`src/verilog/isa_pkg.sv`:
```
// ================================================
// RV32I base encodings only. CSR funct3 codes are
// left out, so those words decode as unknown ops
// ================================================

package isa_pkg;

    localparam int xlen = 32;

    typedef logic [xlen-1:0] instr_t;
    typedef logic [6:0]      opcode_t;
    typedef logic [2:0]      funct3_t;
    typedef logic [11:0]     sys_imm_t;

    // Major opcodes
    localparam opcode_t op_reg    = 7'b0110011;
    localparam opcode_t op_imm    = 7'b0010011;
    localparam opcode_t op_load   = 7'b0000011;
    localparam opcode_t op_store  = 7'b0100011;
    localparam opcode_t op_branch = 7'b1100011;
    localparam opcode_t op_jal    = 7'b1101111;
    localparam opcode_t op_jalr   = 7'b1100111;
    localparam opcode_t op_lui    = 7'b0110111;
    localparam opcode_t op_auipc  = 7'b0010111;
    localparam opcode_t op_fence  = 7'b0001111;
    localparam opcode_t op_system = 7'b1110011;

    // ALU ops, shared by register and immediate forms
    localparam funct3_t funct3_add  = 3'b000;
    localparam funct3_t funct3_sll  = 3'b001;
    localparam funct3_t funct3_slt  = 3'b010;
    localparam funct3_t funct3_sltu = 3'b011;
    localparam funct3_t funct3_xor  = 3'b100;
    localparam funct3_t funct3_srl  = 3'b101;
    localparam funct3_t funct3_or   = 3'b110;
    localparam funct3_t funct3_and  = 3'b111;

    localparam funct3_t funct3_lb  = 3'b000;
    localparam funct3_t funct3_lh  = 3'b001;
    localparam funct3_t funct3_lw  = 3'b010;
    localparam funct3_t funct3_lbu = 3'b100;
    localparam funct3_t funct3_lhu = 3'b101;

    localparam funct3_t funct3_sb = 3'b000;
    localparam funct3_t funct3_sh = 3'b001;
    localparam funct3_t funct3_sw = 3'b010;

    localparam funct3_t funct3_beq  = 3'b000;
    localparam funct3_t funct3_bne  = 3'b001;
    localparam funct3_t funct3_blt  = 3'b100;
    localparam funct3_t funct3_bge  = 3'b101;
    localparam funct3_t funct3_bltu = 3'b110;
    localparam funct3_t funct3_bgeu = 3'b111;

    localparam funct3_t funct3_fence   = 3'b000;
    localparam funct3_t funct3_fence_i = 3'b001;
    localparam funct3_t funct3_priv    = 3'b000;   // ECALL, EBREAK, MRET

    localparam sys_imm_t imm_ecall  = 12'h000;
    localparam sys_imm_t imm_ebreak = 12'h001;
    localparam sys_imm_t imm_mret   = 12'h302;

    localparam int alt_bit = 30;   // SUB, SRA, SRAI

endpackage

```
`src/verilog/ctrl_pkg.sv`:
```
// ================================================
// Datapath control encodings. Function codes are
// interpreted per ALU unit, so values repeat
// ================================================

package ctrl_pkg;

    typedef enum logic [1:0] {
        unit_adder = 2'd0,
        unit_logic = 2'd1,
        unit_shift = 2'd2,
        unit_cmp   = 2'd3
    } alu_unit_t;

    typedef logic [3:0] alu_func_t;

    typedef enum logic [1:0] {
        pc_sel_none = 2'd0,
        pc_sel_pc   = 2'd1,
        pc_sel_zero = 2'd2
    } pc_sel_t;

    typedef enum logic [1:0] {
        wb_alu = 2'd0,
        wb_mem = 2'd1,
        wb_ret = 2'd2    // PC + 4
    } wb_sel_t;

    typedef enum logic [3:0] {
        mask_none = 4'b0000,
        mask_byte = 4'b0001,
        mask_half = 4'b0011,
        mask_word = 4'b1111
    } byte_mask_t;

    localparam alu_func_t func_add  = 4'b0000;
    localparam alu_func_t func_sub  = 4'b1000;
    localparam alu_func_t func_srl  = 4'b0001;
    localparam alu_func_t func_sll  = 4'b0011;
    localparam alu_func_t func_sra  = 4'b0111;
    localparam alu_func_t func_slt  = 4'b0011;
    localparam alu_func_t func_sltu = 4'b0111;
    localparam alu_func_t func_xor  = 4'b0100;
    localparam alu_func_t func_or   = 4'b0110;
    localparam alu_func_t func_and  = 4'b0111;

    localparam alu_func_t func_beq  = 4'b0000;
    localparam alu_func_t func_bne  = 4'b0001;
    localparam alu_func_t func_bge  = 4'b0010;
    localparam alu_func_t func_blt  = 4'b0011;
    localparam alu_func_t func_bgeu = 4'b0110;
    localparam alu_func_t func_bltu = 4'b0111;

    typedef struct packed {
        logic       alu_imm_select;
        pc_sel_t    alu_pc_select;
        logic       alu_mux1_select;
        alu_unit_t  alu_unit;
        alu_func_t  alu_func;
        logic       rf_w_en;
        wb_sel_t    rf_w_select;
        byte_mask_t ldst_mask;
        logic       ldst_is_unsigned;
        logic       st_en;
    } exec_ctrl_t;

    typedef struct packed {
        logic branch;
        logic jump;
        logic ecall;
        logic ebreak;
        logic mret;
    } redirect_t;

    localparam exec_ctrl_t exec_ctrl_default = '{
        alu_imm_select:   1'b1,
        alu_pc_select:    pc_sel_none,
        alu_mux1_select:  1'b0,
        alu_unit:         unit_adder,
        alu_func:         func_add,
        rf_w_en:          1'b0,
        rf_w_select:      wb_alu,
        ldst_mask:        mask_none,
        ldst_is_unsigned: 1'b0,
        st_en:            1'b0
    };

endpackage

```
`src/verilog/instr_decoder.sv`:
```
// ================================================
// Purely combinational, no funct7 check beyond the
// alt bit. Unknown and CSR words give the default
// control with no redirect flag
// ================================================

`timescale 1ns/1ps

module instr_decoder
(
    input  isa_pkg::instr_t      instr,
    output ctrl_pkg::exec_ctrl_t exec_ctrl,
    output ctrl_pkg::redirect_t  redirect
);

    isa_pkg::opcode_t  opcode;
    isa_pkg::funct3_t  funct3;
    isa_pkg::sys_imm_t sys_imm;
    logic              is_alt;

    assign opcode  = instr[6:0];
    assign funct3  = instr[14:12];
    assign sys_imm = instr[31:20];
    assign is_alt  = instr[isa_pkg::alt_bit];

    always_comb
    begin
        exec_ctrl = ctrl_pkg::exec_ctrl_default;
        redirect  = '0;

        case (opcode)
            isa_pkg::op_reg, isa_pkg::op_imm:
            begin
                exec_ctrl.rf_w_en        = 1'b1;                     // Write back ALU result
                exec_ctrl.alu_imm_select = (opcode == isa_pkg::op_imm);
                case (funct3)
                    isa_pkg::funct3_add:
                    begin
                        exec_ctrl.alu_unit = ctrl_pkg::unit_adder;
                        // ADDI has no SUB form, bit 30 is immediate there
                        exec_ctrl.alu_func = (is_alt && opcode == isa_pkg::op_reg) ?
                                             ctrl_pkg::func_sub : ctrl_pkg::func_add;
                    end
                    isa_pkg::funct3_sll:
                    begin
                        exec_ctrl.alu_unit = ctrl_pkg::unit_shift;
                        exec_ctrl.alu_func = ctrl_pkg::func_sll;
                    end
                    isa_pkg::funct3_srl:
                    begin
                        exec_ctrl.alu_unit = ctrl_pkg::unit_shift;
                        exec_ctrl.alu_func = is_alt ? ctrl_pkg::func_sra : ctrl_pkg::func_srl;
                    end
                    isa_pkg::funct3_slt:
                    begin
                        exec_ctrl.alu_unit = ctrl_pkg::unit_cmp;
                        exec_ctrl.alu_func = ctrl_pkg::func_slt;
                    end
                    isa_pkg::funct3_sltu:
                    begin
                        exec_ctrl.alu_unit = ctrl_pkg::unit_cmp;
                        exec_ctrl.alu_func = ctrl_pkg::func_sltu;
                    end
                    isa_pkg::funct3_xor:
                    begin
                        exec_ctrl.alu_unit = ctrl_pkg::unit_logic;
                        exec_ctrl.alu_func = ctrl_pkg::func_xor;
                    end
                    isa_pkg::funct3_or:
                    begin
                        exec_ctrl.alu_unit = ctrl_pkg::unit_logic;
                        exec_ctrl.alu_func = ctrl_pkg::func_or;
                    end
                    default:                                         // AND
                    begin
                        exec_ctrl.alu_unit = ctrl_pkg::unit_logic;
                        exec_ctrl.alu_func = ctrl_pkg::func_and;
                    end
                endcase
            end
            isa_pkg::op_load:
            begin
                case (funct3)
                    isa_pkg::funct3_lb: exec_ctrl.ldst_mask = ctrl_pkg::mask_byte;
                    isa_pkg::funct3_lh: exec_ctrl.ldst_mask = ctrl_pkg::mask_half;
                    isa_pkg::funct3_lw: exec_ctrl.ldst_mask = ctrl_pkg::mask_word;
                    isa_pkg::funct3_lbu:
                    begin
                        exec_ctrl.ldst_mask        = ctrl_pkg::mask_byte;
                        exec_ctrl.ldst_is_unsigned = 1'b1;
                    end
                    isa_pkg::funct3_lhu:
                    begin
                        exec_ctrl.ldst_mask        = ctrl_pkg::mask_half;
                        exec_ctrl.ldst_is_unsigned = 1'b1;
                    end
                    default: exec_ctrl.ldst_mask = ctrl_pkg::mask_none;
                endcase
                if (exec_ctrl.ldst_mask != ctrl_pkg::mask_none)
                begin
                    exec_ctrl.rf_w_en     = 1'b1;
                    exec_ctrl.rf_w_select = ctrl_pkg::wb_mem;
                end
            end
            isa_pkg::op_store:
            begin
                case (funct3)
                    isa_pkg::funct3_sb: exec_ctrl.ldst_mask = ctrl_pkg::mask_byte;
                    isa_pkg::funct3_sh: exec_ctrl.ldst_mask = ctrl_pkg::mask_half;
                    isa_pkg::funct3_sw: exec_ctrl.ldst_mask = ctrl_pkg::mask_word;
                    default: exec_ctrl.ldst_mask = ctrl_pkg::mask_none;
                endcase
                exec_ctrl.st_en = (exec_ctrl.ldst_mask != ctrl_pkg::mask_none);
            end
            isa_pkg::op_branch:
            begin
                redirect.branch = 1'b1;
                case (funct3)
                    isa_pkg::funct3_beq:  exec_ctrl.alu_func = ctrl_pkg::func_beq;
                    isa_pkg::funct3_bne:  exec_ctrl.alu_func = ctrl_pkg::func_bne;
                    isa_pkg::funct3_blt:  exec_ctrl.alu_func = ctrl_pkg::func_blt;
                    isa_pkg::funct3_bge:  exec_ctrl.alu_func = ctrl_pkg::func_bge;
                    isa_pkg::funct3_bltu: exec_ctrl.alu_func = ctrl_pkg::func_bltu;
                    isa_pkg::funct3_bgeu: exec_ctrl.alu_func = ctrl_pkg::func_bgeu;
                    default: redirect.branch = 1'b0;                 // funct3 010, 011
                endcase
                if (redirect.branch)
                begin
                    exec_ctrl.alu_pc_select   = ctrl_pkg::pc_sel_pc;   // Target is PC + imm
                    exec_ctrl.alu_mux1_select = 1'b1;
                end
            end
            isa_pkg::op_jal, isa_pkg::op_jalr:
            begin
                redirect.jump         = 1'b1;
                exec_ctrl.rf_w_en     = 1'b1;
                exec_ctrl.rf_w_select = ctrl_pkg::wb_ret;
                if (opcode == isa_pkg::op_jal)
                begin
                    exec_ctrl.alu_pc_select = ctrl_pkg::pc_sel_pc;
                end
            end
            isa_pkg::op_lui:
            begin
                exec_ctrl.alu_pc_select = ctrl_pkg::pc_sel_zero;     // 0 + imm
                exec_ctrl.rf_w_en       = 1'b1;
            end
            isa_pkg::op_auipc:
            begin
                exec_ctrl.alu_pc_select = ctrl_pkg::pc_sel_pc;
                exec_ctrl.rf_w_en       = 1'b1;
            end
            isa_pkg::op_system:
            begin
                if (funct3 == isa_pkg::funct3_priv)
                begin
                    redirect.ecall  = (sys_imm == isa_pkg::imm_ecall);
                    redirect.ebreak = (sys_imm == isa_pkg::imm_ebreak);
                    redirect.mret   = (sys_imm == isa_pkg::imm_mret);
                end
            end
            default: ;   // FENCE, FENCE.I act as NOP here
        endcase
    end

endmodule

```
`src/verilog/redirect_tracker.sv`:
```
// ================================================
// Flags reach execute two cycles after decode. A
// taken redirect or misalignment gives two bubble
// cycles; new causes are ignored during a flush
// ================================================

`timescale 1ns/1ps

module redirect_tracker
(
    input  logic                clk,
    input  logic                rst,
    input  ctrl_pkg::redirect_t redirect,
    input  logic                branch_true,
    input  logic                is_misaligned,
    output logic                make_nop
);

    ctrl_pkg::redirect_t redirect_id;
    ctrl_pkg::redirect_t redirect_ex;
    logic                flush_first;
    logic                flush_second;
    logic                take;

    // Execute stage decides on a redirect
    assign take = ((redirect_ex.branch && branch_true) ||
                   redirect_ex.jump || redirect_ex.ecall ||
                   redirect_ex.ebreak || redirect_ex.mret ||
                   is_misaligned) && !make_nop;

    always_ff @(posedge clk)
    begin
        if (rst)
        begin
            redirect_id  <= '0;
            redirect_ex  <= '0;
            flush_first  <= 1'b0;
            flush_second <= 1'b0;
        end
        else
        begin
            redirect_id  <= redirect;
            redirect_ex  <= redirect_id;
            flush_first  <= take;
            flush_second <= take || flush_first;   // Stretch to two cycles
        end
    end

    assign make_nop = flush_second;

endmodule

```
`src/verilog/control_unit.sv`:
```
// ================================================
// One instruction per cycle, no back-pressure.
// redirect shows the decode-stage flags
// ================================================

`timescale 1ns/1ps

module control_unit
(
    input  logic                 clk,
    input  logic                 rst,
    input  isa_pkg::instr_t      instr,
    input  logic                 is_misaligned,
    input  logic                 branch_true,
    output logic                 fetch_instr,
    output ctrl_pkg::exec_ctrl_t exec_ctrl,
    output ctrl_pkg::redirect_t  redirect,
    output logic                 make_nop
);

    instr_decoder decoder_i
    (
        .instr     (instr),
        .exec_ctrl (exec_ctrl),
        .redirect  (redirect)
    );

    redirect_tracker tracker_i
    (
        .clk           (clk),
        .rst           (rst),
        .redirect      (redirect),
        .branch_true   (branch_true),
        .is_misaligned (is_misaligned),
        .make_nop      (make_nop)
    );

    assign fetch_instr = ~rst;   // Fetch runs whenever out of reset

endmodule

```
`config.mk`:
```
export PLATFORM = sky130hd
export DESIGN_NAME = control_unit
export DESIGN_NICKNAME = d
export VERILOG_FILES = /design/src/verilog/isa_pkg.sv /design/src/verilog/ctrl_pkg.sv /design/src/verilog/instr_decoder.sv /design/src/verilog/redirect_tracker.sv /design/src/verilog/control_unit.sv
export SDC_FILE = /design/constraint.sdc
export NUM_CORES = 1
export LEC_CHECK = 0
export BUFFER_PORTS_ARGS = -buffer_cell sky130_fd_sc_hd__clkbuf_2
export CORE_MARGIN = 4
export CORE_UTILIZATION = 38
export DETAILED_ROUTE_END_ITERATION = 12
export PLACE_DENSITY = 0.75
export SYNTH_ARGS = -nofsm -noshare
export SYNTH_HDL_FRONTEND = slang
export SYNTH_HIERARCHICAL = 1
export SYNTH_SLANG_ARGS = --single-unit
```
`constraint.sdc`:
```
create_clock -name clk -period 2.8 [get_ports clk]
set_clock_uncertainty 0.15 [all_clocks]
set_input_delay 0.56 -clock clk [delete_from_list [all_inputs] [get_ports clk]]
set_output_delay 0.56 -clock clk [all_outputs]
set_load 0.005 [all_outputs]
```
==> flow_metrics.env, run 1 <==
export IMPL_cts_sinks=12
export IMPL_wl_per_cell_um=13.30
export IMPL_arrival_ns=2.06
export IMPL_yosys_top_cells_count="dfxtp_1, nor2b_1, nand2_1"
export IMPL_gr_usage_all_layers_pct=16.57
export IMPL_syn_to_final_growth_pct=42.30
export IMPL_synth_most_common_cell="dfxtp_1"
export IMPL_gp_congestion=0.8410
export IMPL_cts_buffers=3
export IMPL_maxSlewViolCount=0
export IMPL_hold_class="reg2reg"
export IMPL_drt_iter0_drc=8
export IMPL_synth_enable_flop_cells=0
export IMPL_synth_seq_cells=12
export IMPL_cts_buffer_depth=2
export IMPL_cp_max_fo=2
export IMPL_synth_top_area_cell="dfxtp_1"
export IMPL_crit_type="in2out"
export IMPL_drcViolationCount=0
export IMPL_dp_final_hpwl_mm=1.947
export IMPL_critical_path_endpoint_type="primary output"
export IMPL_vias=981
export IMPL_period_share_pct=98.94
export IMPL_synth_ff_type="dfxtp_1"
export IMPL_clock_root_buffer="clkbuf_4"
export IMPL_grt_max_degree=14
export IMPL_setup_viol=0
export IMPL_viasPerCell=5.511
export IMPL_die_x_um=53.76
export IMPL_post_route_min_period_ns=2.770
export IMPL_drtPass1Iterations=4
export IMPL_synth_top_area_share_pct=30.19
export IMPL_post_cts_buffers=0
export IMPL_dieArea_um2=2890
export IMPL_reg2reg_setup_slack_ns=1.81
export IMPL_p_leak_nw=0.5355
export IMPL_core_um2=1982
export IMPL_insertion_delay_ns=0.26
export IMPL_netlist_area_um2=795.8
export IMPL_power_density_nw_per_um2=301.2
export IMPL_ant_nets=0
export IMPL_synth_cell_types=36
export IMPL_die_y_um=53.76
export IMPL_antenna_found_initial=0
export IMPL_overflow=0
export IMPL_drv_cap=0
export IMPL_grt_pass1_vias=919
export IMPL_postCtsHoldBufs=0
export IMPL_irDropWorstVdd_v=0.0002257
export IMPL_clk_pin_slew_ns=0.07
export IMPL_ys_top_cells_by_area="dfxtp_1, nor2b_1, nand2_1"
export IMPL_syn_nets=134
export IMPL_slew_headroom_pct=55.43
export IMPL_setup_tns_ns=0
export IMPL_routed_wirelength_mm=2.367
export IMPL_antenna_cells=0
export IMPL_hold_violations=0
export IMPL_required_ns=2.09
export IMPL_finalNetCount=189
export IMPL_critPathLaunchType="primary input"
export IMPL_layout_drive_gt1_share_pct=46.36
export IMPL_rows=16
export IMPL_io_buffers=51
export IMPL_postSynthAreaPerCell_um2=8.120
export IMPL_p_total_uw=341.0
export IMPL_syn_inst=98
export IMPL_grt_pass1_wl_mm=3.636
export IMPL_cts_tree="yes"
export IMPL_cts_htree_levels=1
export IMPL_fmax_ghz=0.3610
export IMPL_status="completed"
export IMPL_start_util_pct=40.15
export IMPL_io_pins=62
export IMPL_synthArstFlopShare_pct=0
export IMPL_ys_seq_area_share_pct=30.19
export IMPL_synth_warnings=6
export IMPL_cts_resized=0
export IMPL_rsz0062_at_grt="yes"
export IMPL_worstMarginPinSlew_ns=0.6625
final cells by class:
class	count	area, um^2
clock buffer	3	22.52
timing repair buffer	56	292.8
fill	188	849.6
tap	27	33.78
sequential	12	240.2
multi-input combinational	74	520.5
inverter	6	22.52
per-layer routing:
layer	GRT usage, %	share of wire [%]	up-vias
met5	0	0	-
met2	32.26	54	55
met1	16.89	35	455
met3	4.155	9.2	7
met4	5.106	1.3	0
li1	-	-	464
cells in the final DEF (no fill, tap or decap), drive strengths merged:
master | netlist | layout
a32o | 1 | 1
a2111oi | 1 | 1
nor2b | 11 | 11
a22o | 1 | 1
dfxtp | 12 | 12
o21a | 1 | 1
nor2 | 4 | 4
and3 | 1 | 1
or3 | 1 | 1
nand2 | 10 | 10
nand3 | 1 | 1
a211oi | 3 | 3
a22oi | 1 | 1
nand2b | 4 | 4
or2 | 1 | 1
a31o | 1 | 1
nor3 | 4 | 4
nor4b | 1 | 1
o21ai | 4 | 4
a21boi | 1 | 1
inv | 6 | 6
a221oi | 1 | 1
and4 | 1 | 1
and2 | 2 | 2
nand3b | 2 | 2
a21oi | 3 | 3
nor3b | 1 | 1
nand4bb | 1 | 1
buf | 3 | 5
nor4 | 8 | 8
clkbuf | 3 | 54
or4 | 3 | 3
power by group:
group	switching, mW	internal [mW]
clock	0.0479	0.0496
sequential	0.00161	0.173
combinational	0.0393	0.0297
per-stage QoR:
stage / worst slack [ns] / instance area [um^2] / hold slack, ns / cells / utilization, %
finish: 0.02956 / 1132 / 0.2814 / 178 / 57.13
global route: -0.05231 / 1132 / 0.3012 / 178 / 57.13
CTS: 0.001057 / 1107 / 0.2819 / 178 / 55.87
detailed placement: 0.001058 / 1085 / 0.2720 / 175 / 54.73
global placement: 0.03173 / 1085 / 0.2669 / 175 / 54.73
floorplan: 0.2491 / 795.8 / 0.2638 / 98 / -
worst max-delay path, stage by stage:
cell and delay (ns):
clkbuf_2 0.08, or4_4 0.51, or3_4 0.35, nor4_4 0.22, and4_1 0.22, clkbuf_2 0.11
cells by family (layout without fill, tap and decap cells):
logic type / count (synthesis) / after routing / share of synthesized area [%]
and+or+nand+nor: 56 / 56 / 42.77
AOI/OAI and AO/OA: 18 / 18 / 19.50
DFF: 12 / 12 / 30.19
buffers and inverters: 12 / 65 / 7.546
path summary, 6_finish.rpt:
kind | startpoint | cells after the start | endpoint
max | instr[24] | 6 | redirect[0]
min | tracker_i/redirect_id[2]$_SDFF_PP0_ | 1 | tracker_i/redirect_ex[2]$_SDFF_PP0_
max reg2reg | tracker_i/redirect_ex[1]$_SDFF_PP0_ | 2 | tracker_i/make_nop$_SDFF_PP0_
min reg2reg | tracker_i/redirect_id[2]$_SDFF_PP0_ | 1 | tracker_i/redirect_ex[2]$_SDFF_PP0_
flip-flops by register name, summed over array words and instances, names as in the netlist:
signal and count:
tracker_i/flush_first 1, tracker_i/make_nop 1, tracker_i/redirect_ex 5, tracker_i/redirect_id 5
Note: power is estimated with default switching activity, not from simulation.
==> run 2: changes to the inputs <==
--- a/config.mk
+++ b/config.mk
@@ -6,10 +6,12 @@
 export NUM_CORES = 1
 export LEC_CHECK = 0
 export BUFFER_PORTS_ARGS = -buffer_cell sky130_fd_sc_hd__clkbuf_2
+export CELL_PAD_IN_SITES_DETAIL_PLACEMENT = 1
+export CELL_PAD_IN_SITES_GLOBAL_PLACEMENT = 1
 export CORE_MARGIN = 4
-export CORE_UTILIZATION = 38
+export CORE_UTILIZATION = 25
 export DETAILED_ROUTE_END_ITERATION = 12
-export PLACE_DENSITY = 0.75
+export PLACE_DENSITY = 0.74
 export SYNTH_ARGS = -nofsm -noshare
 export SYNTH_HDL_FRONTEND = slang
 export SYNTH_HIERARCHICAL = 1
==> run 2 against run 1 <==
The run now ends with negative setup slack left. Final cell count is 11% higher. Combinational power is 2% lower. Critical path depth stayed put. Sequential share of layout area is 0.85 points lower. Routed wire length is 2.2% higher. Sequential cell count stayed put. Register-to-register slack hardly changed. Critical path type unchanged.
==> flow_metrics.env, run 2 (synthesized netlist as in run 1, its figures left out) <==
export IMPL_vias=912
export IMPL_violations="negative setup slack"
export IMPL_hold_class="reg2reg"
export IMPL_reg2reg_setup_slack_ns=1.82
export IMPL_status="complete, but fails checks"
export IMPL_crit_type="in2out"
export IMPL_hold_violations=0
export IMPL_antenna_cells=0
export IMPL_drtPass1Iterations=4
export IMPL_worstMarginPinSlew_ns=0.4569
export IMPL_rsz0062_at_grt="yes"
export IMPL_dpl_cell_count=193
export IMPL_rr_worst_depth=2
export IMPL_clock_root_buffer="clkbuf_4"
export IMPL_arrival_ns=2.13
export IMPL_layout_commonest_cell="clkbuf_2"
export IMPL_layout_drive_gt1_share_pct=47.06
export IMPL_finalNetCount=190
export IMPL_gr_usage_all_layers_pct=12.53
export IMPL_power_density_nw_per_um2=319.2
export IMPL_ant_nets=0
export IMPL_die_y_um=64.42
export IMPL_cts_buffers=3
export IMPL_grt_max_degree=14
export IMPL_cts_tree="yes"
export IMPL_dp_final_hpwl_mm=2.072
export IMPL_hold_depth=1
export IMPL_rows=20
export IMPL_die_x_um=64.42
export IMPL_drv_cap=0
export IMPL_timing_rr_end="tracker_i/make_nop$_SDFF_PP0_"
export IMPL_hold_end="tracker_i/redirect_ex[0]$_SDFF_PP0_"
export IMPL_critical_path_endpoint_type="primary output"
export IMPL_hold_path_startpoint="tracker_i/redirect_id[0]$_SDFF_PP0_"
export IMPL_drcViolationCount=0
export IMPL_cp_max_fo=2
export IMPL_core_um2=3053
export IMPL_post_route_min_period_ns=2.839
export IMPL_setup_viol=2
export IMPL_dieArea_um2=4150
export IMPL_antenna_found_initial=0
export IMPL_reg_top3="tracker_i/redirect_ex: 5 flops, tracker_i/redirect_id: 5 flops"
export IMPL_viasPerCell=4.629
export IMPL_critPathLaunchType="primary input"
export IMPL_insertion_delay_ns=0.27
export IMPL_io_buffers=51
export IMPL_drt_iter0_drc=20
export IMPL_clk_pin_slew_ns=0.07
export IMPL_period_share_pct=101.4
export IMPL_syn_to_final_growth_pct=48.27
export IMPL_maxSlewViolCount=0
export IMPL_grt_pass1_wl_mm=4.160
export IMPL_fmax_ghz=0.3523
export IMPL_timing_rr_start="tracker_i/redirect_ex[1]$_SDFF_PP0_"
export IMPL_overflow=0
export IMPL_grt_pass1_vias=919
export IMPL_p_leak_nw=0.5503
export IMPL_io_pins=62
export IMPL_placed_cell_area_um2=1114
export IMPL_required_ns=2.09
export IMPL_wl_per_cell_um=12.28
export IMPL_start_util_pct=26.07
export IMPL_cts_sinks=12
export IMPL_cts_htree_levels=1
export IMPL_irDropWorstVdd_v=0.00008942
export IMPL_gp_congestion=0.7831
export IMPL_cts_buffer_depth=2
export IMPL_routed_wirelength_mm=2.419
export IMPL_slew_headroom_pct=69.26
export IMPL_layout_common_cells="clkbuf_2, dfxtp_1, nor2b_1"
export IMPL_setup_tns_ns=-0.04443
export IMPL_worst_slack_ns=-0.03852
export IMPL_finish_instance_area_um2=1180
export IMPL_timing_hold_ws_ns=0.2914
export IMPL_finalNonFillerCells=197
==> run 2: power breakdown <==
part           leakage [nW]  internal, mW  switching (mW)  total (mW)
Sequential           0.0971         0.173         0.00170       0.174
Clock                0.0210        0.0790          0.0553       0.134
Combinational         0.432        0.0304          0.0375      0.0680
Total                 0.550         0.282          0.0945       0.377
==> run 2: cell type report <==
type | instances | area, um^2
clock buffers | 4 | 36.28
flip-flops and latches | 12 | 240.2
multi-input cells | 74 | 519.2
inverters | 6 | 22.52
well taps | 44 | 55.05
fillers | 410 | 1873
repair buffers | 57 | 306.5
==> run 2: timing repair <==
action,4_1_cts,5_1_grt
endpoints found under the setup margin,0,4
buffers inserted,0,0
hold buffers,0,0
gates resized for setup,0,6
==> run 2: critical path: stages <==
cell and delay, ns:
buf_6 0.08, or4_1 0.51, or3_4 0.36, nor4_4 0.28, and4_1 0.22, buf_2 0.11
==> run 2: metal layers <==
layer | up-vias | global-route usage, % | part of all wire, % | wire length, um
met3 | 2 | 3.293 | 6.9 | 168
li1 | 467 | - | - | -
met5 | - | 0 | 0 | 0
met2 | 30 | 22.16 | 52 | 1254
met4 | 0 | 4.749 | 0.41 | 10
met1 | 413 | 14.33 | 41 | 985
==> run 2: worst max-delay path by stage <==
stage | from | end | cells past startpoint
CTS | instr[24] | redirect[0] | 6
global route | instr[24] | redirect[0] | 6
global placement | instr[24] | redirect[0] | 6
detailed placement | instr[24] | redirect[0] | 6
finish | instr[24] | redirect[0] | 6
floorplan | instr[24] | redirect[0] | 4
==> run 2: metrics by stage <==
step	util, %	setup WS [ns]	total power, mW
floorplan	-	0.2491	0.2086
global placement	36.48	0.01741	0.2424
detailed placement	36.48	0.009774	0.2451
CTS	37.66	0.01270	0.3843
global route	38.65	-0.1105	0.4040
finish	38.65	-0.03852	0.3766
==> run 3: changes to the inputs <==
--- a/config.mk
+++ b/config.mk
@@ -11,7 +11,7 @@
 export CORE_MARGIN = 4
 export CORE_UTILIZATION = 25
 export DETAILED_ROUTE_END_ITERATION = 12
-export PLACE_DENSITY = 0.74
+export PLACE_DENSITY = 0.85
 export SYNTH_ARGS = -nofsm -noshare
 export SYNTH_HDL_FRONTEND = slang
 export SYNTH_HIERARCHICAL = 1
==> run 3 against run 2 <==
The flow still finishes with violations (negative setup slack). Critical path depth is the same. Combinational power fell by 0.6%. Sequential share of layout area rose by 0.53 points. Non-clock buffer count stayed put. Sequential cell count is the same. Worst setup slack better by 0.014 ns. Fmax is 0.50% higher. Critical path type unchanged. Highest routed layer unchanged.
==> flow_metrics.env, run 3 (synthesized netlist as in run 1, its figures left out) <==
export IMPL_status="complete, but fails checks"
export IMPL_violations="negative setup slack"
export IMPL_power_density_nw_per_um2=299.4
export IMPL_grt_pass1_wl_mm=4.146
export IMPL_clk_pin_slew_ns=0.07
export IMPL_reg_top3="tracker_i/redirect_ex: 5 flops, tracker_i/redirect_id: 5 flops"
export IMPL_irDropWorstVdd_v=0.00008927
export IMPL_die_y_um=64.42
export IMPL_cts_buffers=3
export IMPL_dp_final_hpwl_mm=2.143
export IMPL_dp_slack_ns=0.007083
export IMPL_io_pins=62
export IMPL_critical_path_endpoint_type="primary output"
export IMPL_rows=20
export IMPL_cts_sinks=12
export IMPL_insertion_delay_ns=0.27
export IMPL_drv_cap=0
export IMPL_postCtsHoldBufs=0
export IMPL_placed_cell_area_um2=1114
export IMPL_required_ns=2.09
export IMPL_critPathLaunchType="primary input"
export IMPL_drtPass1Iterations=4
export IMPL_grt_max_degree=14
export IMPL_slowest_delay_ns=0.50
export IMPL_wl_per_cell_um=12.90
export IMPL_io_buffers=51
export IMPL_core_um2=3053
export IMPL_crit_type="in2out"
export IMPL_rsz0062_at_grt="yes"
export IMPL_timing_rr_end="tracker_i/make_nop$_SDFF_PP0_"
export IMPL_start_util_pct=26.07
export IMPL_final_util_pct=37.66
export IMPL_p_total_uw=344.3
export IMPL_rr_worst_depth=2
export IMPL_vias=945
export IMPL_maxSlewViolCount=0
export IMPL_gp_congestion=0.7557
export IMPL_viasPerCell=4.821
export IMPL_antenna_cells=0
export IMPL_layout_drive_gt1_share_pct=45.39
export IMPL_layout_common_cells="clkbuf_2, dfxtp_1, nor2b_1"
export IMPL_setup_viol=1
export IMPL_cts_buffer_depth=2
export IMPL_overflow=0
export IMPL_hold_class="reg2reg"
export IMPL_drcViolationCount=0
export IMPL_post_cts_buffers=0
export IMPL_worstMarginPinSlew_ns=0.4419
export IMPL_fmax_ghz=0.3540
export IMPL_post_route_min_period_ns=2.825
export IMPL_cpMaxStageDelayCell="or4_1"
export IMPL_clock_root_buffer="clkbuf_4"
export IMPL_cp_max_fo=2
export IMPL_hold_end="tracker_i/redirect_ex[0]$_SDFF_PP0_"
export IMPL_worst_slack_ns=-0.02453
export IMPL_slew_headroom_pct=70.27
export IMPL_crit_chain="clkbuf_2 > or4_1 > or3_4 > nor4_4 > and4_1 > buf_2"
export IMPL_gr_usage_all_layers_pct=12.33
export IMPL_finalNonFillerCells=196
export IMPL_antenna_found_initial=0
export IMPL_layout_commonest_cell="clkbuf_2"
export IMPL_dieArea_um2=4150
export IMPL_cts_tree="yes"
export IMPL_period_share_pct=100.9
export IMPL_dpl_cell_count=193
export IMPL_die_x_um=64.42
export IMPL_ant_nets=0
export IMPL_cts_htree_levels=1
export IMPL_hold_path_startpoint="tracker_i/redirect_id[0]$_SDFF_PP0_"
export IMPL_timing_rr_start="tracker_i/redirect_ex[1]$_SDFF_PP0_"
export IMPL_hold_depth=1
export IMPL_arrival_ns=2.11
export IMPL_finish_instance_area_um2=1150
export IMPL_syn_to_final_growth_pct=44.50
export IMPL_grt_pass1_vias=955
export IMPL_routed_wirelength_mm=2.529
export IMPL_hold_violations=0
export IMPL_p_leak_nw=0.5394
export IMPL_drt_iter0_drc=9
export IMPL_finalNetCount=190
export IMPL_reg2reg_setup_slack_ns=1.82
run 3: cell count changes in the layout (fill, tap and decap cells not counted), sizes merged:
cell  previous run  this run
buf              8         7
run 3: metal layers:
layer / global-route usage, % / part of all wire, % / wire length, um / vias to the layer above
met2: 21.65 / 51 / 1299 / 37
met5: 0 / 0 / 0 / -
met1: 14.27 / 41 / 1034 / 441
met4: 5.805 / 1.1 / 28 / 0
met3: 2.426 / 6.6 / 166 / 4
li1: - / - / - / 463
run 3: cell type report:
class	instances	area [um^2]
fillers	407	1903
multi-input cells	74	509.2
repair buffers	57	300.3
flip-flops and latches	12	240.2
well taps	44	55.05
clock buffers	3	22.52
inverters	6	22.52
run 3: through the flow:
stage / TNS [ns] / hold slack (ns)
floorplan: 0 / 0.2638
global placement: 0 / 0.2689
finish: -0.02453 / 0.2939
global route: -0.1985 / 0.3175
CTS: 0 / 0.3036
detailed placement: 0 / 0.2877
run 3: repair_timing:
action                                 CTS  global route
resized for setup                        0             3
endpoints found under the hold margin    0             0
setup endpoints to repair                0             2
run 3: worst max path at each step:
stage                     cells past startpoint          end      start
after floorplan                               4  redirect[0]  instr[24]
after global placement                        6  redirect[0]  instr[24]
after detailed placement                      6  redirect[0]  instr[24]
after CTS                                     6  redirect[0]  instr[24]
after global routing                          6  redirect[0]  instr[24]
final                                         6  redirect[0]  instr[24]
run 3: worst max-delay path: cells and delay by family:
kind	cells	cell delay, ns
AND/OR/NAND/NOR	4	1.37
buffers and inverters	2	0.19
run 3: report_power, final:
group,internal (mW),switching (mW),leakage (nW)
logic,0.0295,0.0381,0.429
clock network,0.0497,0.0526,0.0138
registers,0.173,0.00157,0.0971
